**config.mk**
```make
export PLATFORM = sky130hd
export DESIGN_NAME = ahb_lite_response_mux
export DESIGN_NICKNAME = d
export VERILOG_FILES = /design/src/ahb_lite_pkg.sv /design/src/ahb_lite_response_mux.sv
export SDC_FILE = /design/constraint.sdc
export NUM_CORES = 1
export LEC_CHECK = 0
export BUFFER_PORTS_ARGS = -buffer_cell sky130_fd_sc_hd__buf_2
export CAP_MARGIN = 20
export CORE_AREA = 2 2 45 58
export DETAILED_ROUTE_END_ITERATION = 12
export DIE_AREA = 0 0 47 60
export PLACE_DENSITY = 0.78
export SLEW_MARGIN = 5
export SYNTH_ARGS = -nofsm -noshare
export SYNTH_HDL_FRONTEND = slang
export SYNTH_SLANG_ARGS = --single-unit
export TNS_END_PERCENT = 20
```
**constraint.sdc**
```tcl
create_clock -name HCLK -period 0.92 [get_ports HCLK]
set_input_delay 0.092 -clock HCLK [delete_from_list [all_inputs] [get_ports HCLK]]
set_output_delay 0.092 -clock HCLK [all_outputs]
set_load 0.05 [all_outputs]
```
**src/ahb_lite_pkg.sv**
```systemverilog
package ahb_lite_pkg;

    // ------------------------------------------------------------------------
    // Bus field types
    // ------------------------------------------------------------------------
    typedef logic [31:0] haddr_t;
    typedef logic [31:0] hdata_t;
    typedef logic [1:0]  htrans_t;   // Bit 1 set means an active transfer
    typedef logic [2:0]  hsize_t;
    typedef logic [2:0]  hsel_t;     // One-hot, indexed by SEL_*

    localparam htrans_t HTRANS_IDLE   = 2'b00;
    localparam htrans_t HTRANS_BUSY   = 2'b01;
    localparam htrans_t HTRANS_NONSEQ = 2'b10;
    localparam htrans_t HTRANS_SEQ    = 2'b11;

    localparam hsize_t SIZE_BYTE = 3'b000;
    localparam hsize_t SIZE_HALF = 3'b001;
    localparam hsize_t SIZE_WORD = 3'b010;

    // Slave select indices
    localparam int SEL_RAM  = 0;
    localparam int SEL_GPIO = 1;
    localparam int SEL_DEF  = 2;   // Unmapped, answered by the default slave

    // ------------------------------------------------------------------------
    // Address map
    // ------------------------------------------------------------------------
    localparam logic [15:0] RAM_MATCH  = 16'h0000;    // HADDR[31:16], 0x0000_0000
    localparam logic [19:0] GPIO_MATCH = 20'h1F800;   // HADDR[31:12], 0x1F80_0000

    // GPIO register offsets
    localparam logic [7:0] GPIO_SW_OFS  = 8'h00;
    localparam logic [7:0] GPIO_LED_OFS = 8'h04;
    localparam logic [7:0] GPIO_HEX_OFS = 8'h08;

    localparam int N_SWITCHES = 16;
    localparam int N_LEDS     = 16;
    localparam int HEX_WIDTH  = 32;

endpackage
```
**src/ahb_lite_response_mux.sv**
```systemverilog
`timescale 1ns/1ps

module ahb_lite_response_mux (
    input  logic                  HCLK,
    input  logic                  HRESETn,
    input  logic                  hsel_def,
    input  ahb_lite_pkg::htrans_t HTRANS,
    input  ahb_lite_pkg::hsel_t   data_sel,
    input  logic                  ram_hreadyout,
    input  ahb_lite_pkg::hdata_t  ram_hrdata,
    input  logic                  ram_hresp,
    input  logic                  gpio_hreadyout,
    input  ahb_lite_pkg::hdata_t  gpio_hrdata,
    input  logic                  gpio_hresp,
    output logic                  HREADY,
    output ahb_lite_pkg::hdata_t  HRDATA,
    output logic                  HRESP
);

    import ahb_lite_pkg::*;

    typedef enum logic [1:0] {
        DEF_IDLE,
        DEF_ERR1,   // HREADY low, HRESP high
        DEF_ERR2    // HREADY high, HRESP high
    } def_state_t;

    def_state_t state;
    def_state_t state_next;
    logic       def_start;
    logic       def_ready;
    logic       def_resp;

    // ------------------------------------------------------------------------
    // Default slave
    // ------------------------------------------------------------------------
    assign def_start = hsel_def & HTRANS[1] & HREADY;

    always_comb begin
        state_next = state;
        case (state)
            DEF_IDLE: begin
                if (def_start) begin
                    state_next = DEF_ERR1;
                end
            end
            DEF_ERR1: state_next = DEF_ERR2;
            DEF_ERR2: state_next = def_start ? DEF_ERR1 : DEF_IDLE;  // Pipelined unmapped access
            default:  state_next = DEF_IDLE;
        endcase
    end

    always_ff @(posedge HCLK) begin
        if (!HRESETn) begin
            state <= DEF_IDLE;
        end else begin
            state <= state_next;
        end
    end

    assign def_ready = (state != DEF_ERR1);
    assign def_resp  = (state != DEF_IDLE);

    // ------------------------------------------------------------------------
    // Response select by data phase owner
    // ------------------------------------------------------------------------
    always_comb begin
        if (data_sel[SEL_RAM]) begin
            HREADY = ram_hreadyout;
            HRDATA = ram_hrdata;
            HRESP  = ram_hresp;
        end else if (data_sel[SEL_GPIO]) begin
            HREADY = gpio_hreadyout;
            HRDATA = gpio_hrdata;
            HRESP  = gpio_hresp;
        end else begin
            // SEL_DEF, or no owner yet after reset
            HREADY = def_ready;
            HRDATA = '0;
            HRESP  = def_resp;
        end
    end

endmodule

```
Word-level counts from Yosys, hierarchy flattened
Cells that the tools add are included.

storage, ports and cells
  input port bits = 76
  output and inout port bits = 34
  flip-flop bits (word level) = 2
  logic and storage cells = 18

cells by class
  reductions and logical operators = 2
  muxes and demuxes = 9
  bitwise logic cells = 2
  equal/unequal tests = 4

operators with widths
  kind                                                                   count
  32-bit two-way mux                                                     2
  2-bit case mux with 3 select lines                                     1
  1-bit two-way mux                                                      5
  1-bit bitwise AND                                                      2
  2-bit by 1-bit equality test with 1-bit output, second input constant  1
  2-bit equality test, second input constant                             1
  2-bit zero test                                                        1
  2-bit two-way mux                                                      1
  2-bit by 1-bit != test with 1-bit output, second input constant        1
  2-bit != test, second input constant                                   1
  2-bit nonzero test                                                     1

Depth between registers and ports, before layout
  depth in word-level cells = 6
  gate-level depth with buffers = 5
  gate-level depth less buffers = 3

Worst setup path before layout
Ideal clock, no wire load.

  path type = input-to-output
  start = in data_sel[0]
  end = out HRESP
  stages = 3
  required time = 0.828 ns
  path slack = -0.770 ns
  arrival time = 1.598 ns
  path through = buf_6 > buf_2 > o31ai_1

on the way
  longest elaborated chain between the ends = 1

ends and longest elaborated chain
  element             line                         text
  start: declaration  ahb_lite_response_mux.sv:8   input ahb_lite_pkg::hsel_t data_sel,
  1-bit two-way mux   ahb_lite_response_mux.sv:68  if (data_sel[SEL_RAM]) begin
  end: declaration    ahb_lite_response_mux.sv:17  output logic HRESP

Every way passes these cells.

Worst setup path after layout
  start = reg state[0]
  end = out HREADY

on the way
  longest elaborated chain between the ends = 3

ends and longest elaborated chain
  element                                   line                         text
  start: declaration                        ahb_lite_response_mux.sv:28  def_state_t state;
  start signal: assignment                  ahb_lite_response_mux.sv:57  state <= state_next;
  2-bit by 1-bit != test with 1-bit output  ahb_lite_response_mux.sv:61  assign def_ready = (state != DEF_ERR1);
  1-bit two-way mux                         ahb_lite_response_mux.sv:72  end else if (data_sel[SEL_GPIO]) begin
  1-bit two-way mux                         ahb_lite_response_mux.sv:68
  end: declaration                          ahb_lite_response_mux.sv:15  output logic HREADY,

Every way passes these cells.

==> results.yml <==
run_status:
  status: "finished, violations left"
  violations: "setup timing"
synthesis:
  yosysUniqueCellTypes: 13
  synth_common_cells: "a22o_1, buf_6, buf_2, nor2b_1"
  synthFlopType: "dfxtp_1"
  synthesis.nets: 130
  netlist_instances: 54
  synth.most_common_cell: "a22o_1"
  synth_top_area_share_pct: 58.8
  synth_edf_count: 0
  syn_area_um2: 477
  yosysSeqAreaShare_pct: 8.40
  yosys.area.top_type: "a22o_1"
  synthArstFlopShare_pct: 0
  synth.avg_cell_area_um2: 8.83
  synthTopCellsByArea: "a22o_1, buf_6, dfxtp_1"
  synth_seq_cells: 2
  yosysWarnings: 0
grt:
  grt_start_max_net_pins: 25
  groute.usage.overall_pct: 19.4
  overflow: 0
  antenna_found_initial: 0
  grt_pass1_wl_um: 3980
  grt_pass1_vias: 1006
timing:
  setup_violations: 32
  layout_setup_ws_ps: -330
  fin_crit_ps: 1250
  rsz0062_at_grt: "true"
  worstMarginPinSlew_ps: 222
  fin_skew_ps: 0.707
  hold_viol: 0
  slew_headroom_pct: 85.2
  max_freq_ghz: 0.800
  holdWs_ps: 128
  final.period_utilization_pct: 136
  slew_violations: 0
clocking:
  cts.sinks: 2
  cts_buffer_depth: 2
  cts-buffers-inserted: 3
  clock_latency_ps: 220
  cts_tree: "built"
  clock_tree.root_cell: "clkbuf_4"
  clk_pin_slew_ps: 30
  cts_hold_buf: 0
  cts_max_level: 1
finish:
  largest_register: "state"
  antenna_cells_inserted: 0
  largest_reg_flops: 2
  areaGrowthSynthToFinish_pct: 228
  drive_above_1_share_pct: 79.9
  reg_top3: "state (2)"
  nNetsFinal: 252
critical_path:
  timing.rr.end: "state[0]$_SDFFE_PN0P_"
  reg2regPathDepth: 3
  rr_startpoint: "state[0]$_SDFFE_PN0P_"
  cp_max_fo: 4
  end_kind: "output pin"
  worstSetupPathType: "reg2out"
  r2r_slack_ps: -40
  critPathLaunchType: "flop"
  required_ps: 830
  cp_data_arrival_time_ps: 1160
power_and_ir_drop:
  power_per_cell_area_nw_per_um2: 931
  switching_share_pct: 47.6
  clkPwrFrac_pct: 12.8
  p_sw_mw: 0.692
  leakage_nw: 0.833
  p_seq_share_pct: 6.1
  internal_power_mw: 0.763
  power_frac_comb_pct: 81.1
  ir_drop_v: 0.000488
worst_hold_path:
  min_to: "state[0]$_SDFFE_PN0P_"
  hold_class: "in2reg"
  hold_start: "hsel_def"
  worstHoldPathCells: 3
placed_design:
  gp_congestion: 0.786
  io_buffers: 107
  pre_cts_ws_ps: -175
  dp_hpwl_um: 2000
routing:
  ant_nets: 0
  drt_pass1_iterations: 4
  viasPerCell: 4.85
  post_drt_wl_per_cell_um: 14.6
  dr.first_iter.drc_count: 22
  post-route-drc-count: 0
  routed_wl_um: 3020
  vias: 1004
floorplan:
  dieArea_um2: 2820
  core_um2: 2300
  die_h_um: 60
  initial_core_util_pct: 20.7
  row_count: 20
  io_pins: 110
  die_x_um: 47
flow_run:
  maxCapViolations: 0
critical path, stage by stage, from the launching register on:
cell and delay, ps:
dfxtp_4 340, nor3b_4 150, o31ai_4 250, buf_6 190
cells in the final DEF, fill, tap and decap left out, drive strengths merged:
cell	count
nor3	1
o31ai	2
nor2b	4
clkbuf	5
a22o	32
nand4b	1
nor3b	1
buf	123
nand2	2
and3b	1
dfxtp	2
timing repair:
action | in CTS | in global routing
hold endpoints to repair | 0 | 0
pin swaps | 3 | 5
setup endpoints to repair | 35 | 35
buffers inserted | 5 | 3
cloned | 3 | 2
gates resized for setup | 89 | 6
through the flow:
stage | std cells | total power, mW | TNS (ps) | instance area, um2 | utilization, %
finish | 207 | 1.46 | -2850 | 1560 | 67.9
CTS | 203 | 1.42 | -2870 | 1480 | 64.2
global route | 207 | 1.52 | -3900 | 1560 | 67.9
global placement | 192 | 0.979 | -4770 | 1100 | 47.6
floorplan | 54 | 0.723 | -4710 | 546 | -
detailed placement | 192 | 0.991 | -5300 | 1100 | 47.6
worst max path at each step:
| stage | startpoint | end | slack (ps) | cells past startpoint |
|---|---|---|---|---|
| after floorplan | state[0]$_SDFFE_PN0P_ | state[0]$_SDFFE_PN0P_ | -320 | 3 |
| after global placement | data_sel[1] | HRDATA[0] | -150 | 5 |
| after detailed placement | state[0]$_SDFFE_PN0P_ | HREADY | -180 | 3 |
| after CTS | state[0]$_SDFFE_PN0P_ | HREADY | -330 | 3 |
| after global routing | state[0]$_SDFFE_PN0P_ | HREADY | -360 | 3 |
| final | state[0]$_SDFFE_PN0P_ | HREADY | -330 | 3 |
power by group through the flow:
stage                     combinational (mW)  clock, mW  sequential (mW)
after CTS                               1.14      0.195           0.0914
after floorplan                        0.630          0           0.0925
after global placement                 0.886          0           0.0931
after detailed placement               0.897          0           0.0932
after global routing                    1.23      0.201           0.0887
final                                   1.18      0.186           0.0884
cells by family (layout without fill, tap and decap cells):
logic type      Yosys count  count (layout)  share of synthesized area, %
compound gates           34              34                          63.0
simple gates             10              10                          13.6
flops                     2               2                          8.40
buf+inv                   8             128                          15.0
per-layer routing:
| layer | wire [um] | vias to the layer above | track usage (%) |
|---|---|---|---|
| li1 | - | 470 | - |
| met1 | 989 | 459 | 18.6 |
| met2 | 1800 | 71 | 39.7 |
| met3 | 215 | 4 | 1.81 |
| met4 | 20 | 0 | 6.35 |
| met5 | 0 | - | 0 |
layout make-up:
class / instances / area (um2)
repair buffers: 125 / 1000
multi-input cells: 44 / 450
well taps: 33 / 41.3
clock buffers: 3 / 22.5
fillers: 198 / 739
flip-flops and latches: 2 / 47.5
(Power assumes the default switching activity.)
