File: config.mk
export PLATFORM = sky130hd
export DESIGN_NAME = ahb_gpio_slave
export DESIGN_NICKNAME = d
export VERILOG_FILES = /design/src/ahb_lite_pkg.sv /design/src/ahb_gpio_slave.sv
export SDC_FILE = /design/constraint.sdc
export NUM_CORES = 1
export LEC_CHECK = 0
export ABC_AREA = 1
export BUFFER_PORTS_ARGS = -buffer_cell sky130_fd_sc_hd__buf_2
export CAP_MARGIN = 20
export CORE_MARGIN = 2
export CORE_UTILIZATION = 48
export DETAILED_ROUTE_END_ITERATION = 10
export PLACE_DENSITY = 0.8
export SYNTH_ARGS = -nofsm -noshare
export SYNTH_HDL_FRONTEND = slang
export SYNTH_SLANG_ARGS = --single-unit
File: constraint.sdc
create_clock -name HCLK -period 1.6 [get_ports HCLK]
set_input_delay 0.08 -clock HCLK [delete_from_list [all_inputs] [get_ports HCLK]]
set_output_delay 0.08 -clock HCLK [all_outputs]
set_load 0.005 [all_outputs]
File: src/ahb_lite_pkg.sv
package ahb_lite_pkg;

    // ------------------------------------------------------------------------
    // Bus field types
    // ------------------------------------------------------------------------
    typedef logic [31:0] haddr_t;
    typedef logic [31:0] hdata_t;
    typedef logic [1:0]  htrans_t;   // Bit 1 set means an active transfer
    typedef logic [2:0]  hsize_t;
    typedef logic [2:0]  hsel_t;     // One-hot, indexed by SEL_*

    localparam htrans_t HTRANS_IDLE   = 2'b00;
    localparam htrans_t HTRANS_BUSY   = 2'b01;
    localparam htrans_t HTRANS_NONSEQ = 2'b10;
    localparam htrans_t HTRANS_SEQ    = 2'b11;

    localparam hsize_t SIZE_BYTE = 3'b000;
    localparam hsize_t SIZE_HALF = 3'b001;
    localparam hsize_t SIZE_WORD = 3'b010;

    // Slave select indices
    localparam int SEL_RAM  = 0;
    localparam int SEL_GPIO = 1;
    localparam int SEL_DEF  = 2;   // Unmapped, answered by the default slave

    // ------------------------------------------------------------------------
    // Address map
    // ------------------------------------------------------------------------
    localparam logic [15:0] RAM_MATCH  = 16'h0000;    // HADDR[31:16], 0x0000_0000
    localparam logic [19:0] GPIO_MATCH = 20'h1F800;   // HADDR[31:12], 0x1F80_0000

    // GPIO register offsets
    localparam logic [7:0] GPIO_SW_OFS  = 8'h00;
    localparam logic [7:0] GPIO_LED_OFS = 8'h04;
    localparam logic [7:0] GPIO_HEX_OFS = 8'h08;

    localparam int N_SWITCHES = 16;
    localparam int N_LEDS     = 16;
    localparam int HEX_WIDTH  = 32;

endpackage
File: src/ahb_gpio_slave.sv
`timescale 1ns/1ps

module ahb_gpio_slave (
    input  logic                                  HCLK,
    input  logic                                  HRESETn,
    input  logic                                  hsel,
    input  ahb_lite_pkg::haddr_t                  HADDR,
    input  ahb_lite_pkg::htrans_t                 HTRANS,
    input  logic                                  HWRITE,
    input  ahb_lite_pkg::hdata_t                  HWDATA,
    input  logic                                  HREADY,
    input  logic [ahb_lite_pkg::N_SWITCHES-1:0]   switches,
    output logic                                  hreadyout,
    output ahb_lite_pkg::hdata_t                  hrdata,
    output logic                                  hresp,
    output logic [ahb_lite_pkg::N_LEDS-1:0]       leds,
    output logic [ahb_lite_pkg::HEX_WIDTH-1:0]    hex
);

    import ahb_lite_pkg::*;

    logic                  accept;
    logic                  active_q;
    logic [7:0]            ofs_q;
    logic                  write_q;
    logic [N_SWITCHES-1:0] sw_meta;
    logic [N_SWITCHES-1:0] sw_sync;
    logic [N_LEDS-1:0]     leds_q;
    logic [HEX_WIDTH-1:0]  hex_q;

    assign accept    = hsel & HTRANS[1] & HREADY;
    assign hreadyout = 1'b1;    // Zero wait states
    assign hresp     = 1'b0;

    // ------------------------------------------------------------------------
    // Address phase
    // ------------------------------------------------------------------------
    always_ff @(posedge HCLK) begin
        if (!HRESETn) begin
            active_q <= 1'b0;
        end else if (HREADY) begin
            active_q <= accept;
        end
    end

    always_ff @(posedge HCLK) begin
        if (accept) begin
            ofs_q   <= HADDR[7:0];
            write_q <= HWRITE;
        end
    end

    // Switch inputs are asynchronous to HCLK
    always_ff @(posedge HCLK) begin
        if (!HRESETn) begin
            sw_meta <= '0;
            sw_sync <= '0;
        end else begin
            sw_meta <= switches;
            sw_sync <= sw_meta;
        end
    end

    // ------------------------------------------------------------------------
    // Data phase
    // ------------------------------------------------------------------------
    always_ff @(posedge HCLK) begin
        if (!HRESETn) begin
            leds_q <= '0;
            hex_q  <= '0;
        end else if (active_q && write_q && HREADY) begin
            case (ofs_q)
                GPIO_LED_OFS: leds_q <= HWDATA[N_LEDS-1:0];
                GPIO_HEX_OFS: hex_q  <= HWDATA[HEX_WIDTH-1:0];
                default: ;              // Switch and unmapped offsets ignored
            endcase
        end
    end

    always_comb begin
        hrdata = '0;
        if (active_q && !write_q) begin
            case (ofs_q)
                GPIO_SW_OFS:  hrdata = hdata_t'(sw_sync);
                GPIO_LED_OFS: hrdata = hdata_t'(leds_q);
                GPIO_HEX_OFS: hrdata = hdata_t'(hex_q);
                default:      hrdata = '0;
            endcase
        end
    end

    assign leds = leds_q;
    assign hex  = hex_q;

endmodule

Word level (Yosys, flattened, before mapping)
Index checks and enable logic that the tools add are counted.

Eq/ne operators: 2. Mux-type cells: 2. Bitwise operators: 2. Reduce and logical (&&, ||, !) cells: 7.

Operator list (number): one-hot mux 32 bit (3 select lines) (1); two-way mux 32 bit (1); == test 8 x 3 -> 1 bit, second input constant (1); == test 8 x 4 -> 1 bit, second input constant (1); logical NOT 8 bit (1); AND reduction 2 bit (2); logical AND 1 bit (3); bitwise AND 1 bit (2); logical NOT 1 bit (1).

Bits in registers: 90. Input port bits: 87. Output and inout bits: 82. Logic and storage cells: 20.

Logic depth before layout (Yosys ltp)
Depth in word-level cells: 3. Depth in mapped cells: 8. Gate-level depth less buffers: 7.

Worst setup path after synthesis
OpenSTA, ideal clock, no wires.

Kind: reg2reg. Start point: register ofs_q[1]. End point: register hex_q[21], in the netlist hex[21]. Library setup time: 0.115 ns. Data arrival time: 1.191 ns. Setup slack: 0.294 ns. Cell stages (with the launch flop): 8. Path buffers: 1. Cells stage by stage: edfxtp_1 nor2_4 nand3_1 nor2_4 buf_4 nand3b_1 nand2_1 nor2_1.

Cells in the longest elaborated chain, start to end: 2.

Ends and longest elaborated chain: start: declaration (RTL line ahb_gpio_slave.sv:24) `logic [7:0] ofs_q;`; start signal: assignment (RTL line ahb_gpio_slave.sv:48) `ofs_q <= HADDR[7:0];`; == test 8 x 4 -> 1 bit (RTL line ahb_gpio_slave.sv:72) `case (ofs_q)`; AND reduction 2 bit (no source line); end signal: assignment (RTL line ahb_gpio_slave.sv:74) `GPIO_HEX_OFS: hex_q <= HWDATA[HEX_WIDTH-1:0];`; end: declaration (RTL line ahb_gpio_slave.sv:29) `logic [HEX_WIDTH-1:0] hex_q;`.

No other way between the ends. A chain may end at the register's enable or synchronous reset.

Worst setup path after layout
Start point: register ofs_q[2]. End point: output hrdata[3].

Cells in the longest elaborated chain, start to end: 3.

Ends and longest elaborated chain: == test 8 x 4 -> 1 bit, or another cell as far along (RTL line ahb_gpio_slave.sv:83) `case (ofs_q)`; one-hot mux 32 bit (3 select lines) * (RTL line ahb_gpio_slave.sv:83); two-way mux 32 bit * (RTL line ahb_gpio_slave.sv:82) `if (active_q && !write_q) begin`; end: declaration (RTL line ahb_gpio_slave.sv:14) `output ahb_lite_pkg::hdata_t hrdata,`.

Mark *: on every way between the ends. The rest lies on a longest branch, timed or not.

==> flow_summary_export.csv <==
group,metric,value,unit
status,status,"complete, but fails checks",
status,violations,"negative setup slack",
timing,fin_skew,0.0120,ns
clocking,cts_root_buffer,"clkbuf_8",
clocking,clkLatencyLatePin,0.37,ns
worst_setup_path,path_cells,"inv_2 -> nand2_4 -> nor2_4 -> buf_6 -> nand3_1 -> nand2_2 -> nor2_2 -> nor2_2 -> buf_2",
die,dieArea,0.00916,mm²
routing,routed-via-count,4357,
timing,fin_hold_ws,0.00959,ns
routing,final_antenna_net_count,0,
synth,yosys-top-cells-area,"dfxtp_1 40%, nand2_1 12%, nor2_1 10%",
cells_and_area,fin_area,0.00583,mm²
placement,io_buffers,141,
timing,finalCritPeriodShare,126,%
min_path,min_path_type,"input port to flip-flop",
clocking,h-tree-depth,3,
synth,syn_area_per_cell,7.03,µm²
die,num_rows,33,
worst_setup_path,critPathLaunch,"ofs_q[2]$_DFFE_PP_",
placement,dpl-instance-area,0.00491,mm²
cells_and_area,drive_gt1_share,31.9,%
global_routing,grt_pass1_wl,17100,µm
global_routing,first_global_vias,3748,
global_routing,grt_overflow_total,0,
power_and_ir_drop,pwr_density_cell,727,mW/mm²
timing,timing.fmax,0.496,GHz
worst_setup_path,r2r-start,"ofs_q[2]$_DFFE_PP_",
clocking,cts.clk_slew.worst_paths,0.10,ns
worst_setup_path,cp.arrival,1.93,ns
cells_and_area,finalNetCount,844,
worst_setup_path,start_kind,"flip-flop",
synth,yosys.area.top_type_share,40.2,%
run,cap_violations,0,
timing,fin_tns_setup,-10.23,ns
worst_setup_path,criticalPathCategory,"flip-flop to output pin",
worst_setup_path,worst_path_most_repeated_cell,"nor2_2",
die,ios,169,
synth,syn_area,0.00404,mm²
cells_and_area,stdcell_count,867,
global_routing,track_usage,24.2,%
cells_and_area,final_common_cell,"buf_2",
clocking,cts_buffers,9,
timing,min_period,2.01,ns
placement,gp_congestion,0.850,
worst_setup_path,critPathCapture,"hrdata[3]",
timing,hold_violations,0,
synth,synth_nets,661,
placement,hpwl,7240,µm
power_and_ir_drop,ir_worst_vdd,541,µV
clocking,cts_tree,"built",
cells_and_area,synthToLayoutAreaGrowth,44.3,%
worst_setup_path,r2r_end,"hex[14]$_SDFFE_PN0P_",
die,start_util,49.4,%
routing,via_per_inst,5.03,
synth,synthCells,574,
routing,wl,11900,µm
cells_and_area,antennaDiodeCount,0,
worst_setup_path,crit_required,1.52,ns
global_routing,antenna_found_initial,0,
min_path,hold_path_depth,4,
synth,ys_ff_latch,90,
die,core_area,0.00818,mm²
routing,first_iter_violations,424,
routing,drcViolationCount,0,
timing,worst_slack,-0.415,ns
worst_setup_path,endpoint_kind,"output pin",
worst_setup_path,crit_fanout,4,
clocking,tritoncts_num_sinks,90,
power_and_ir_drop,p_total,4.23,mW
routing,drt_pass1_iterations,5,
timing,grt_setup_unrepaired,"yes",
routing,wire_per_inst,13.8,µm
die,die_x,95.7,µm
synth,yosysSeqAreaShare,46.9,%
die,die_h,95.7,µm
worst_setup_path,slowest_stage,"edfxtp_1",
timing,drv_slew,0,
synth,netlist.top_cell.by_area,"dfxtp_1",
worst_setup_path,cpPeakStageDelay,0.49,ns
worst_setup_path,r2r_cells,9,
power_and_ir_drop,leakagePower,2.95,nW
cells_and_area,final_cell_mix,"142 x buf_2, 121 x nand2_1, 100 x nor2_1",
global_routing,grt_max_degree,82,
synth,yosysUniqueCellTypes,20,
placement,dp.cells,805,
clocking,clock_path_buffers,2,
synth,ys_warn_count,0,
timing,finalSetupViolations,50,
worst_setup_path,r2r_slack,-0.04,ns
==> flip-flops by register name (all words and copies together) (netlist names) <==
signal and count:
sw_sync 16, hex 32, ofs_q 8, active_q 1, leds 16, write_q 1, sw_meta 16
==> metal layers <==
metal,track usage (%),wire length (µm)
met1,30.3,4660
met2,39.9,5840
met3,3.84,931
met4,13.6,508
met5,0,0
==> stage by stage <==
| stage | worst slack, ns | util (%) |
|---|---|---|
| global placement | 0.0785 | 60.1 |
| global route | -0.446 | 71.3 |
| CTS | -0.252 | 68.0 |
| floorplan | 0.294 | - |
| detailed placement | 0.0461 | 60.1 |
| finish | -0.415 | 71.3 |
==> cell type report <==
cell class | instances | area (µm²)
clock buffer | 9 | 124
clock inverter | 7 | 73.8
fill | 661 | 2350
inverter | 69 | 264
multi-input combinational | 378 | 1840
sequential | 90 | 1890
tap | 105 | 131
timing repair buffer | 209 | 1500
==> report_power, final <==
part	internal (mW)	total (mW)	switching (mW)	leakage [nW]
logic	0.175	0.341	0.166	2.10
clock network	0.627	1.55	0.921	0.104
registers	2.33	2.35	0.0202	0.742
total	3.13	4.23	1.11	2.95
==> critical path: cells and delay by family (launching register included) <==
family,cells,cell delay (ns)
buffers and inverters,3,0.43
flip-flops,1,0.49
AND/OR/NAND/NOR,6,0.64
==> how the worst min path moves through the flow <==
stage	start	endpoint	slack, ns
after floorplan	switches[8]	sw_meta[8]$_SDFF_PN0_	0.17
after global placement	HADDR[6]	ofs_q[6]$_DFFE_PP_	0.26
after detailed placement	HADDR[6]	ofs_q[6]$_DFFE_PP_	0.26
after CTS	HWDATA[28]	hex[28]$_SDFFE_PN0P_	0.003
after global routing	HWDATA[28]	hex[28]$_SDFFE_PN0P_	0.01
final	HWDATA[28]	hex[28]$_SDFFE_PN0P_	0.01
==> synth_stat cells <==
cell	instances
a21boi_0	1
a21oi_1	48
buf_1	5
buf_2	9
buf_4	15
clkbuf_1	8
conb_1	2
dfxtp_1	81
edfxtp_1	9
inv_1	66
inv_2	3
nand2_1	132
nand2_2	2
nand3_1	56
nand3b_1	16
nor2_1	109
nor2_2	4
nor2_4	4
nor3b_1	3
o2111ai_2	1
==> what timing repair did <==
item,CTS,global route
hold buffers,25,0
setup endpoints to repair,32,53
endpoints found under the hold margin,25,0
cloned,2,3
buffers inserted,8,8
pin swaps,8,17
gates resized for setup,27,33
==> logic make-up (layout without fill, tap and decap cells) <==
logic type | count (synthesis) | count (layout) | synth area share, %
AOI/OAI and AO/OA | 50 | 50 | 6.51
buffers and inverters | 106 | 294 | 11.5
DFF | 90 | 90 | 46.9
other | 2 | 2 | 0.186
and+or+nand+nor | 326 | 326 | 34.9
No activity file was read; power rests on OpenSTA's default activity.
