===== src/ahb_lite_pkg.sv =====
package ahb_lite_pkg;

    // ------------------------------------------------------------------------
    // Bus field types
    // ------------------------------------------------------------------------
    typedef logic [31:0] haddr_t;
    typedef logic [31:0] hdata_t;
    typedef logic [1:0]  htrans_t;   // Bit 1 set means an active transfer
    typedef logic [2:0]  hsize_t;
    typedef logic [2:0]  hsel_t;     // One-hot, indexed by SEL_*

    localparam htrans_t HTRANS_IDLE   = 2'b00;
    localparam htrans_t HTRANS_BUSY   = 2'b01;
    localparam htrans_t HTRANS_NONSEQ = 2'b10;
    localparam htrans_t HTRANS_SEQ    = 2'b11;

    localparam hsize_t SIZE_BYTE = 3'b000;
    localparam hsize_t SIZE_HALF = 3'b001;
    localparam hsize_t SIZE_WORD = 3'b010;

    // Slave select indices
    localparam int SEL_RAM  = 0;
    localparam int SEL_GPIO = 1;
    localparam int SEL_DEF  = 2;   // Unmapped, answered by the default slave

    // ------------------------------------------------------------------------
    // Address map
    // ------------------------------------------------------------------------
    localparam logic [15:0] RAM_MATCH  = 16'h0000;    // HADDR[31:16], 0x0000_0000
    localparam logic [19:0] GPIO_MATCH = 20'h1F800;   // HADDR[31:12], 0x1F80_0000

    // GPIO register offsets
    localparam logic [7:0] GPIO_SW_OFS  = 8'h00;
    localparam logic [7:0] GPIO_LED_OFS = 8'h04;
    localparam logic [7:0] GPIO_HEX_OFS = 8'h08;

    localparam int N_SWITCHES = 16;
    localparam int N_LEDS     = 16;
    localparam int HEX_WIDTH  = 32;

endpackage

===== src/ahb_lite_decoder.sv =====
`timescale 1ns/1ps

module ahb_lite_decoder (
    input  logic                 HCLK,
    input  logic                 HRESETn,
    input  ahb_lite_pkg::haddr_t HADDR,
    input  logic                 HREADY,
    output ahb_lite_pkg::hsel_t  hsel,
    output ahb_lite_pkg::hsel_t  data_sel
);

    import ahb_lite_pkg::*;

    // ------------------------------------------------------------------------
    // Address phase decode
    // ------------------------------------------------------------------------
    logic ram_hit;
    logic gpio_hit;

    assign ram_hit  = (HADDR[31:16] == RAM_MATCH);
    assign gpio_hit = (HADDR[31:12] == GPIO_MATCH);

    always_comb begin
        hsel = '0;
        if (ram_hit) begin
            hsel[SEL_RAM] = 1'b1;
        end else if (gpio_hit) begin
            hsel[SEL_GPIO] = 1'b1;
        end else begin
            hsel[SEL_DEF] = 1'b1;   // Nothing mapped here
        end
    end

    // ------------------------------------------------------------------------
    // Data phase owner
    // ------------------------------------------------------------------------
    // Follows the address phase that just completed, frozen while stalled
    always_ff @(posedge HCLK) begin
        if (!HRESETn) begin
            data_sel <= '0;
        end else if (HREADY) begin
            data_sel <= hsel;
        end
    end

endmodule


===== config.mk =====
export PLATFORM = sky130hd
export DESIGN_NAME = ahb_lite_decoder
export DESIGN_NICKNAME = d
export VERILOG_FILES = /design/src/ahb_lite_pkg.sv /design/src/ahb_lite_decoder.sv
export SDC_FILE = /design/constraint.sdc
export NUM_CORES = 1
export LEC_CHECK = 0
export BUFFER_PORTS_ARGS = -buffer_cell sky130_fd_sc_hd__buf_2
export CAP_MARGIN = 10
export CORE_AREA = 2 2 39 41
export DETAILED_ROUTE_END_ITERATION = 7
export DIE_AREA = 0 0 41 43
export GPL_ROUTABILITY_DRIVEN = 0
export PLACE_DENSITY = 0.63
export SETUP_SLACK_MARGIN = 0.05
export SLEW_MARGIN = 20
export SYNTH_ARGS = -nofsm -noshare
export SYNTH_HDL_FRONTEND = slang
export SYNTH_SLANG_ARGS = --single-unit

===== constraint.sdc =====
create_clock -name HCLK -period 2 [get_ports HCLK]
set_clock_uncertainty 0.2 [all_clocks]
set_input_delay 0.3 -clock HCLK [delete_from_list [all_inputs] [get_ports HCLK]]
set_output_delay 0.3 -clock HCLK [all_outputs]
set_load 0.02 [all_outputs]

---- Word-level counts from Yosys, hierarchy flattened ----
Index checks and enable logic that the tools add are counted.
storage, ports and cells
  memories kept ........................... 0
  input bits .............................. 35
  flip-flop bits (word level) ............. 3
  word-level logic and storage cells ...... 7
  latch bits .............................. 0
  ROM bits ................................ 0
  bits in writable memories ............... 0
  output and inout bits ................... 6
cells by class
  mux-type cells .......................... 4
  bitwise logic cells ..................... 0
  add/sub/neg operators ................... 0
  shift operators ......................... 0
  order comparisons ....................... 0
  multipliers ............................. 0
  divide/modulo/power cells ............... 0
  reduce and logical (&&, ||, !) cells .... 1
  equality and inequality tests ........... 1
operators with widths
  cell                    number
  $eq A20 B17 Y1 const B  1
  $logic_not A16 Y1       1
  $mux W1                 3
  $mux W2                 1

---- Depth between registers and ports, before layout ----
Gate-level depths: netlist (run 1).
  depth in word-level cells ............... 3
  mapped depth ............................ 4
  mapped depth without buffers ............ 4

---- Least setup slack after synthesis (run 1) ----
No wires, ideal clock.
  kind .................................... input port to output port
  start point ............................. input HADDR[12]
  end point ............................... output hsel[1]
  stages .................................. 3
  slack ................................... 0.221 ns
  data required time ...................... 1.500 ns
  arrival time ............................ 1.279 ns
  buffers on the path ..................... 0
  cell sequence ........................... nand4bb_1 -> or4_4 -> nor2_1
between the ends
  word-level cells in the longest chain between the ends .. 3
RTL lines
  element             RTL line                text
  start: declaration  ahb_lite_decoder.sv:6   input ahb_lite_pkg::haddr_t HADDR,
  $eq A20 B17 Y1      ahb_lite_decoder.sv:21  assign gpio_hit = (HADDR[31:12] == GPIO_MATCH);
  $mux W1             ahb_lite_decoder.sv:27  end else if (gpio_hit) begin
  $mux W2             ahb_lite_decoder.sv:25  if (ram_hit) begin
  end: declaration    ahb_lite_decoder.sv:8   output ahb_lite_pkg::hsel_t hsel,
No other way between the ends.

---- Final worst setup path (run 1) ----
  start point ............................. input HADDR[12]
  end point ............................... output hsel[2]
Same word-level chain as after synthesis.

==> results by group, run 1 <==
Die
  – I/O pin count: just over 40
  – FP Rows: 14
  – Die W: between 40 and 50 um
  – Initial Utilization: about 15%
  – DIE AREA: between 1500 and 2000 um2
  – Core footprint: ~1400 um2
  – Die Y: ~43 um

Critical path
  – CP Max Fanout: 3
  – Crit path arrival time: 1410 ps
  – Crit Path Class: input port to primary output
  – Reg2Reg Depth: 1
  – CP Data Required Time: ~1500 ps
  – Crit path launch type: input port
  – Crit Reg-Reg Startpoint: data_sel[0]
  – Crit path capture type: primary output
  – CP Launch Point: HADDR[12]

Layout
  – Largest registers: data_sel: 3 flops
  – Share of layout cells above drive strength 1: between 60% and 70%
  – Biggest register: data_sel
  – P&R area growth vs syn: 87.6%
  – Fin util: 28.8%
  – Largest register FFs: 3
  – Nets: 94
  – Ant diodes: 0

Yosys
  – Post-synth top cells: 5 x nor2_1, 3 x dfxtp_1, 3 x nor4_1
  – Dominant synthesized flop cell: dfxtp_1
  – Count leader, synth: nor2_1
  – Synth area leader: dfxtp_1
  – Synth top area share: 28.2%
  – Async SR Flop Fraction: 0%
  – Synthesized flop and latch total: 3
  – Post-synthesis sequential area ratio: 28.2%
  – Mapped cell area: around 210 um2
  – Cells after Synth: 26
  – Post-synth EDFFs: 0
  – Count of cell types in the netlist: 17
  – Yosys warns: 0
  – Top post-synthesis cells by area: dfxtp_1 28%, nor2_1 8.8%, nor4_1 8.8%, a211oi_2 5.9%, o31ai_2 5.9%
  – Post-synthesis net count: 61
  – Synthesized area per cell: between 8 and 9 um2

Detailed routing
  – DR vias: 330
  – Residual DRC: 0
  – Initial drt markers: 13
  – Drt first pass iters: 4
  – Routed vias/inst: around 4.5
  – Antenna Nets Post-Route: 0
  – Routed wire length: 629 um
  – DR WL/cell: roughly 8.5 um

STA
  – Max Slew Vio Count: 0
  – Actual slew at the worst max-slew pin: around 330 ps
  – Tcrit/Tclk final: 95.4%
  – TNS Setup: 0 ps
  – Setup repair after global routing missed its margin: yes
  – Worst rel slew slack: 78.0%
  – Tmin final: 1910 ps
  – Final Hold Viols: 0
  – Fmax: 524 MHz
  – Setup violators final: 0

Clock network
  – CTS tree: built
  – Clock-pin slew on the worst setup and hold paths: ~40 ps
  – Clock Latency Late Sink: ~230 ps
  – CTS Buffer Depth: 2
  – CTS resizes: 0
  – Num CTS Buffers: 3
  – Htree depth: 1
  – Setup bufs post-CTS: 0
  – Clk sinks: 3
  – CTS Root Cell: clkbuf_4
  – # hold bufs at CTS: 0

Global route
  – Vias in the first global route: roughly 270
  – Global Route Usage Sum: about 7.7%
  – Initial antenna violation count: 0
  – First-pass GRT wire length: just under 900 um
  – Grt ovf: 0
  – Largest net degree at the start of global routing: 7

Min path
  – WHS Path Cells: 3
  – Hold Crit Start: HRESETn
  – Hold/Removal Path Class: input port to flip-flop

Place
  – HPWL after DPL: ~560 um
  – Port bufs: 28

Power
  – Leakage power: roughly 0.19 nW
  – VDD IR max: 0.114 mV
  – Power per Cell Area: ~510 nW/um2

Outcome
  – Status: finished clean

Run
  – Max-cap violations: 0
==> cell usage in the layout (no fill, tap or decap) <==
| cell type | synthesis | routed |
|---|---|---|
| buf_2 | 0 | 28 |
| nor2_1 | 5 | 5 |
| nor4_1 | 3 | 3 |
| clkbuf_4 | 0 | 3 |
| dfxtp_1 | 3 | 3 |
| nand2_1 | 2 | 2 |
| nand3_2 | 1 | 1 |
| nand4bb_1 | 1 | 1 |
| nand4_1 | 1 | 1 |
| or4_4 | 1 | 1 |
| a21o_2 | 1 | 1 |
| inv_1 | 1 | 1 |
| nor3_1 | 1 | 1 |
| a31o_1 | 1 | 1 |
| a211oi_2 | 1 | 1 |
| o21ai_0 | 1 | 1 |
| nand3_1 | 1 | 1 |
| o31ai_2 | 1 | 1 |
| clkbuf_1 | 0 | 1 |
| buf_4 | 1 | 1 |
==> power by group <==
group,internal [mW],switching (mW),leakage [nW]
Combinational,0.0193,0.0144,0.150
Clock,0.0748,0.0318,0.0150
Sequential,0.0616,0.000657,0.0245
Total,0.156,0.0469,0.190
==> kinds of logic (layout without fill, tap and decap cells) <==
kind of cell    after synthesis  after routing  synth area share, %
compound gates                5              5                 22.4
buf+inv                       2             34                 5.29
flops                         3              3                 28.2
simple gates                 16             16                 44.1
==> area by class of cell <==
type                    instances  area [um2]
clock buffers                   4        26.3
repair buffers                 29         148
fillers                       155         985
well taps                      16        20.0
inverters                       1        3.75
multi-input cells              21         141
flip-flops and latches          3        60.1
==> metal layers <==
layer | part of all wire, % | track usage [%] | wire, um | vias to the layer above
met1 | 34 | 7.03 | 211 | 148
met5 | 0 | 0 | 0 | -
met4 | 0 | 8.00 | 0 | 0
li1 | - | - | - | 162
met3 | 13 | 1.57 | 79 | 0
met2 | 54 | 12.5 | 338 | 20
==> worst max-delay path: stages <==
cell and delay, ps:
buf_2 90, nand4bb_1 170, or4_4 500, a21o_2 200, buf_2 150
==> through the flow <==
| stage | setup slack [ps] | instance area [um2] | hold WS [ps] | power [mW] | cells |
|---|---|---|---|---|---|
| after floorplan | 221 | 213 | 236 | 0.0718 | 26 |
| final | 92.0 | 399 | 141 | 0.203 | 74 |
| after global routing | 27.4 | 399 | 132 | 0.218 | 74 |
| after detailed placement | 85.8 | 373 | 273 | 0.0971 | 70 |
| after CTS | 85.8 | 399 | 129 | 0.208 | 74 |
| after global placement | 82.1 | 373 | 269 | 0.0965 | 70 |
==> path summary, 6_finish.rpt <==
path	to	slack [ps]
worst min register to register	data_sel[1]	280
worst min-delay path	data_sel[2]	140
worst max register to register	data_sel[0]	1200
worst max-delay path	hsel[2]	90
Note: power is estimated with default switching activity, not from simulation.
==> run 2: changes to the inputs <==
- clock period: 2 -> 1.9 ns (I/O delays scaled with it)
==> run 2 against run 1 <==
  * Worst setup slack worse by 72 ps
  * Die area did not move
  * Cell area rose by 2.5%
  * Largest power group unchanged
==> results by group, run 2 (same netlist as run 1, synthesis figures left out) <==
Outcome
  – Status: finished clean

Detailed routing
  – Routed wire length: between 600 and 700 um
  – Routed vias/inst: 4.24
  – DR WL/cell: approximately 8 um
  – Initial drt markers: 2
  – Residual DRC: 0
  – Antenna Nets Post-Route: 0
  – Drt first pass iters: 2
  – DR vias: 318

STA
  – Tcrit/Tclk final: between 90% and 100%
  – Actual slew at the worst max-slew pin: roughly 300 ps
  – Setup violators final: 0
  – TNS Setup: 0 ps
  – Final Hold Viols: 0
  – Max Slew Vio Count: 0
  – Setup repair after global routing missed its margin: yes
  – Worst rel slew slack: 79.7%
  – Tmin final: 1880 ps
  – Fmax: 532 MHz

Layout
  – Ant diodes: 0
  – Largest registers: data_sel: 3 flops
  – Share of layout cells above drive strength 1: 64.4%
  – Most frequent cells in the layout: 27 x buf_2, 5 x nor2_1
  – Nets: 95
  – Most common cell after layout, fill and taps aside: buf_2
  – Biggest register: data_sel
  – Largest register FFs: 3
  – P&R area growth vs syn: 92.4%

Critical path
  – CP Max Fanout: 3
  – Worst path cell trace: buf_2 -> nand4bb_1 -> or4_4 -> a21o_2 -> buf_2
  – Crit path launch type: input port
  – Crit path capture type: primary output
  – Crit Path Class: input port to primary output
  – Crit path arrival time: 1400 ps
  – Buffers and inverters on the worst path: 2
  – CP Data Required Time: around 1400 ps
  – Critical path's top delay family: simple AND/OR/NAND/NOR gates
  – Worst path max stage delay: around 500 ps
  – CP max stage cell: or4_4
  – Top cell by count, worst path: buf_2

Clock network
  – CTS Buffer Depth: 2
  – CTS tree: built
  – Clock-pin slew on the worst setup and hold paths: about 40 ps
  – Setup bufs post-CTS: 0
  – Htree depth: 1
  – CTS resizes: 0
  – Num CTS Buffers: 3
  – Clk sinks: 3
  – # hold bufs at CTS: 0
  – Clock Latency Late Sink: roughly 230 ps
  – CTS Root Cell: clkbuf_4

Power
  – Power per Cell Area: 520 nW/um2
  – Tot Pwr: between 0.2 and 0.25 mW
  – Leakage power: around 0.19 nW
  – VDD IR max: 0.204 mV

Global route
  – Global Route Usage Sum: under 10%
  – First-pass GRT wire length: 869 um
  – Grt ovf: 0
  – Initial antenna violation count: 0
  – Vias in the first global route: approximately 280
  – Largest net degree at the start of global routing: 5

Place
  – Port bufs: 28
  – HPWL after DPL: approximately 540 um

Die
  – Die Y: 43 um
  – DIE AREA: 1760 um2
  – I/O pin count: a little over 40
  – Die W: between 40 and 50 um
  – FP Rows: 14
  – Core footprint: roughly 1400 um2
  – Initial Utilization: about 15%

Run
  – Max-cap violations: 0

Min path
  – Hold/Removal Path Class: input port to flip-flop
==> run 2: area by class of cell <==
| type | instances | area (um2) |
|---|---|---|
| fillers | 158 | 975 |
| inverters | 1 | 3.75 |
| flip-flops and latches | 3 | 60.1 |
| well taps | 16 | 20.0 |
| repair buffers | 30 | 158 |
| multi-input cells | 21 | 141 |
| clock buffers | 4 | 26.3 |
==> run 2: layer usage <==
| layer | up-vias | routed length, um | GRT usage [%] |
|---|---|---|---|
| met5 | - | 0 | 0 |
| met4 | 0 | 13 | 6.00 |
| met3 | 2 | 74 | 1.57 |
| met2 | 20 | 304 | 12.8 |
| met1 | 130 | 219 | 6.39 |
| li1 | 166 | - | - |
==> run 2: metrics by stage <==
step                cell area [um2]  util [%]  hold WS [ps]  setup WS (ps)  instances
finish                          409      29.6           128           19.5         75
global placement                380      27.5           269           10.9         71
detailed placement              380      27.5           275           11.0         71
floorplan                       213         -           221            151         26
CTS                             407      29.4           122           11.0         75
global route                    409      29.6           132          -27.1         75
==> run 2: path summary, 6_finish.rpt <==
kind,startpoint,end,slack (ps),cells past startpoint
worst max-delay path,HADDR[12],hsel[2],20,5
worst min-delay path,HRESETn,data_sel[0],130,2
worst max register to register,data_sel[2],data_sel[2],1090,2
worst min register to register,data_sel[1],data_sel[1],280,2
==> run 2: report_power, final <==
group	total, mW	internal [mW]	switching, mW
Clock	0.111	0.0787	0.0326
Combinational	0.0357	0.0203	0.0154
Sequential	0.0656	0.0649	0.000756
==> run 3: changes to the inputs <==
- ABC_AREA: not set -> 1
- CTS_CLUSTER_DIAMETER: not set -> 30
- PLACE_DENSITY: 0.63 -> 0.66
==> run 3 against run 2 <==
  * Utilization up 1.3 points
  * Non-clock buffer count down 2
  * First-iteration DRC count unchanged
  * Flip-flop and latch count stayed put
  * Register-to-register slack got worse by 50 ps
  * Total power up 6.4%
  * Clock power is essentially flat
  * Wire length grew 0.33%
  * Cell area increased by 4.3%
  * Critical path depth grew 3
  * Final cell count up 21%
  * Critical endpoint unchanged
  * Largest power group unchanged
==> results by group, run 3 <==
Layout
  – Ant diodes: 0
  – Share of layout cells above drive strength 1: around half
  – Nets: between 100 and 150
  – Largest registers: data_sel: 3 flops
  – Biggest register: data_sel
  – Most frequent cells in the layout: 28 x buf_2, 12 x nor2_1, 9 x nand2_1
  – Largest register FFs: 3
  – Most common cell after layout, fill and taps aside: buf_2
  – P&R area growth vs syn: 72.2%

Die
  – I/O pin count: slightly above 40
  – Initial Utilization: ~18%
  – FP Rows: 14
  – DIE AREA: about 1800 um2
  – Die Y: 43 um
  – Die W: slightly above 40 um
  – Core footprint: between 1000 and 1500 um2

Yosys
  – Yosys warns: 0
  – Top post-synthesis cells by area: dfxtp_1 24%, nor2_1 18%, nand2_1 14%, inv_1 11%, o21ai_0 6.1%
  – Dominant synthesized flop cell: dfxtp_1
  – Post-synthesis sequential area ratio: approximately a quarter
  – Synthesized flop and latch total: 3
  – Synthesized area per cell: 5.63 um2
  – Synth area leader: dfxtp_1
  – Post-synth EDFFs: 0
  – Async SR Flop Fraction: 0%
  – Mapped cell area: approximately 250 um2
  – Post-synth top cells: 12 x nor2_1, 9 x nand2_1, 7 x inv_1
  – Cells after Synth: 44
  – Synth top area share: about a quarter
  – Count of cell types in the netlist: 12
  – Count leader, synth: nor2_1
  – Post-synthesis net count: 79

Critical path
  – CP max stage cell: nor2_2
  – Crit path launch type: input port
  – Buffers and inverters on the worst path: 3
  – Reg2Reg Depth: 2
  – Critical path's top delay family: simple AND/OR/NAND/NOR gates
  – Worst path cell trace: buf_2 -> nor2_1 -> nand2_1 -> nor2_2 -> nand3_2 -> nand2_2 -> inv_1 -> buf_2
  – Crit Reg-Reg Startpoint: data_sel[1]
  – Top cell by count, worst path: buf_2
  – CP Data Required Time: 1410 ps
  – CP Launch Point: HADDR[31]
  – Critical Path Stages: 8
  – Critical Path Sink: hsel[2]
  – Crit path arrival time: ~1100 ps
  – Crit Path Class: input port to primary output
  – Worst path max stage delay: roughly 150 ps
  – Crit path capture type: primary output
  – R2R Setup Slk: between 1000 and 1500 ps
  – R2r endpoint: data_sel[1]
  – CP Max Fanout: 3

Global route
  – Global Route Usage Sum: around 8.4%
  – Largest net degree at the start of global routing: 7
  – First-pass GRT wire length: ~1 mm
  – Initial antenna violation count: 0
  – Grt ovf: 0
  – Vias in the first global route: between 300 and 400

Clock network
  – CTS Root Cell: clkbuf_4
  – Setup bufs post-CTS: 0
  – Clock-pin slew on the worst setup and hold paths: ~30 ps
  – Htree depth: 1
  – Clock Latency Late Sink: around 230 ps
  – Clk sinks: 3
  – Num CTS Buffers: 3
  – # hold bufs at CTS: 0
  – CTS resizes: 0
  – CTS tree: built
  – CTS Buffer Depth: 2

Power
  – Sequential Power Share: ~30%
  – Combinational cell fraction of total power: about a fifth
  – Internal power: 0.171 mW
  – Clk pwr share: about half
  – Sw Ratio: 24.5%
  – Leakage power: around 0.25 nW
  – Power per Cell Area: roughly 530 nW/um2
  – VDD IR max: roughly 0.28 mV
  – Switching Power: roughly 0.055 mW

STA
  – Tmin final: ~1600 ps
  – TNS Setup: 0 ps
  – WHS: 97.0 ps
  – Fmax: around 640 MHz
  – Max Slew Vio Count: 0
  – Setup repair after global routing missed its margin: no
  – Actual slew at the worst max-slew pin: around 200 ps
  – Worst rel slew slack: a little under nine tenths
  – Tcrit/Tclk final: 82.1%
  – Setup violators final: 0
  – Final Hold Viols: 0

Detailed routing
  – Routed vias/inst: roughly 3.7
  – Routed wire length: roughly 610 um
  – DR WL/cell: around 6.7 um
  – Initial drt markers: 2
  – Residual DRC: 0
  – DR vias: between 300 and 400
  – Antenna Nets Post-Route: 0
  – Drt first pass iters: 2

Run
  – Max-cap violations: 0

Place
  – HPWL after DPL: roughly 550 um
  – Port bufs: 28

Min path
  – Hold Crit Start: HREADY
  – WHS Path Cells: 2
  – Hold/Removal Path Class: input port to flip-flop

Outcome
  – Status: finished clean
-- run 3: power by group through the flow --
stage,Combinational (mW),Sequential [mW],Clock (mW)
floorplan,0.0142,0.0737,0
global placement,0.0472,0.0692,0
detailed placement,0.0483,0.0694,0
CTS,0.0485,0.0684,0.117
global route,0.0545,0.0688,0.128
finish,0.0479,0.0684,0.110
-- run 3: worst register-to-register path, stage by stage (launching register included) --
cell and delay [ps]:
dfxtp_1 300, o21ai_0 200, a21oi_2 40
-- run 3: final cells by class --
type | instances | area (um2)
repair buffers | 28 | 140
inverters | 7 | 26.3
multi-input cells | 33 | 154
well taps | 16 | 20.0
flip-flops and latches | 3 | 60.1
clock buffers | 4 | 26.3
fillers | 167 | 957
-- run 3: kinds of logic (layout without fill, tap and decap cells) --
family	Yosys count	count (layout)	synth area share, %
and+or+nand+nor	27	27	48.5
buffers and inverters	8	39	13.6
AOI/OAI and AO/OA	6	6	13.6
DFF	3	3	24.2
-- run 3: how the worst min path moves through the flow --
stage | endpoint | slack (ps)
floorplan | data_sel[1] | 170
global placement | data_sel[2] | 310
detailed placement | data_sel[2] | 320
CTS | data_sel[1] | 80
global route | data_sel[1] | 80
finish | data_sel[1] | 100
-- run 3: metrics by stage --
step	instances	total power, mW	instance area, um2	utilization, %	worst slack, ps
finish	91	0.226	427	30.8	341
global route	91	0.251	427	30.8	201
CTS	91	0.234	427	30.8	320
detailed placement	87	0.118	400	28.9	322
global placement	87	0.116	400	28.9	319
floorplan	44	0.0880	248	-	557
-- run 3: layer usage --
metal	GRT usage, %	part of all wire [%]
met3	4.71	15
met5	0	0
met2	14.1	45
met4	2.00	0
met1	8.60	40
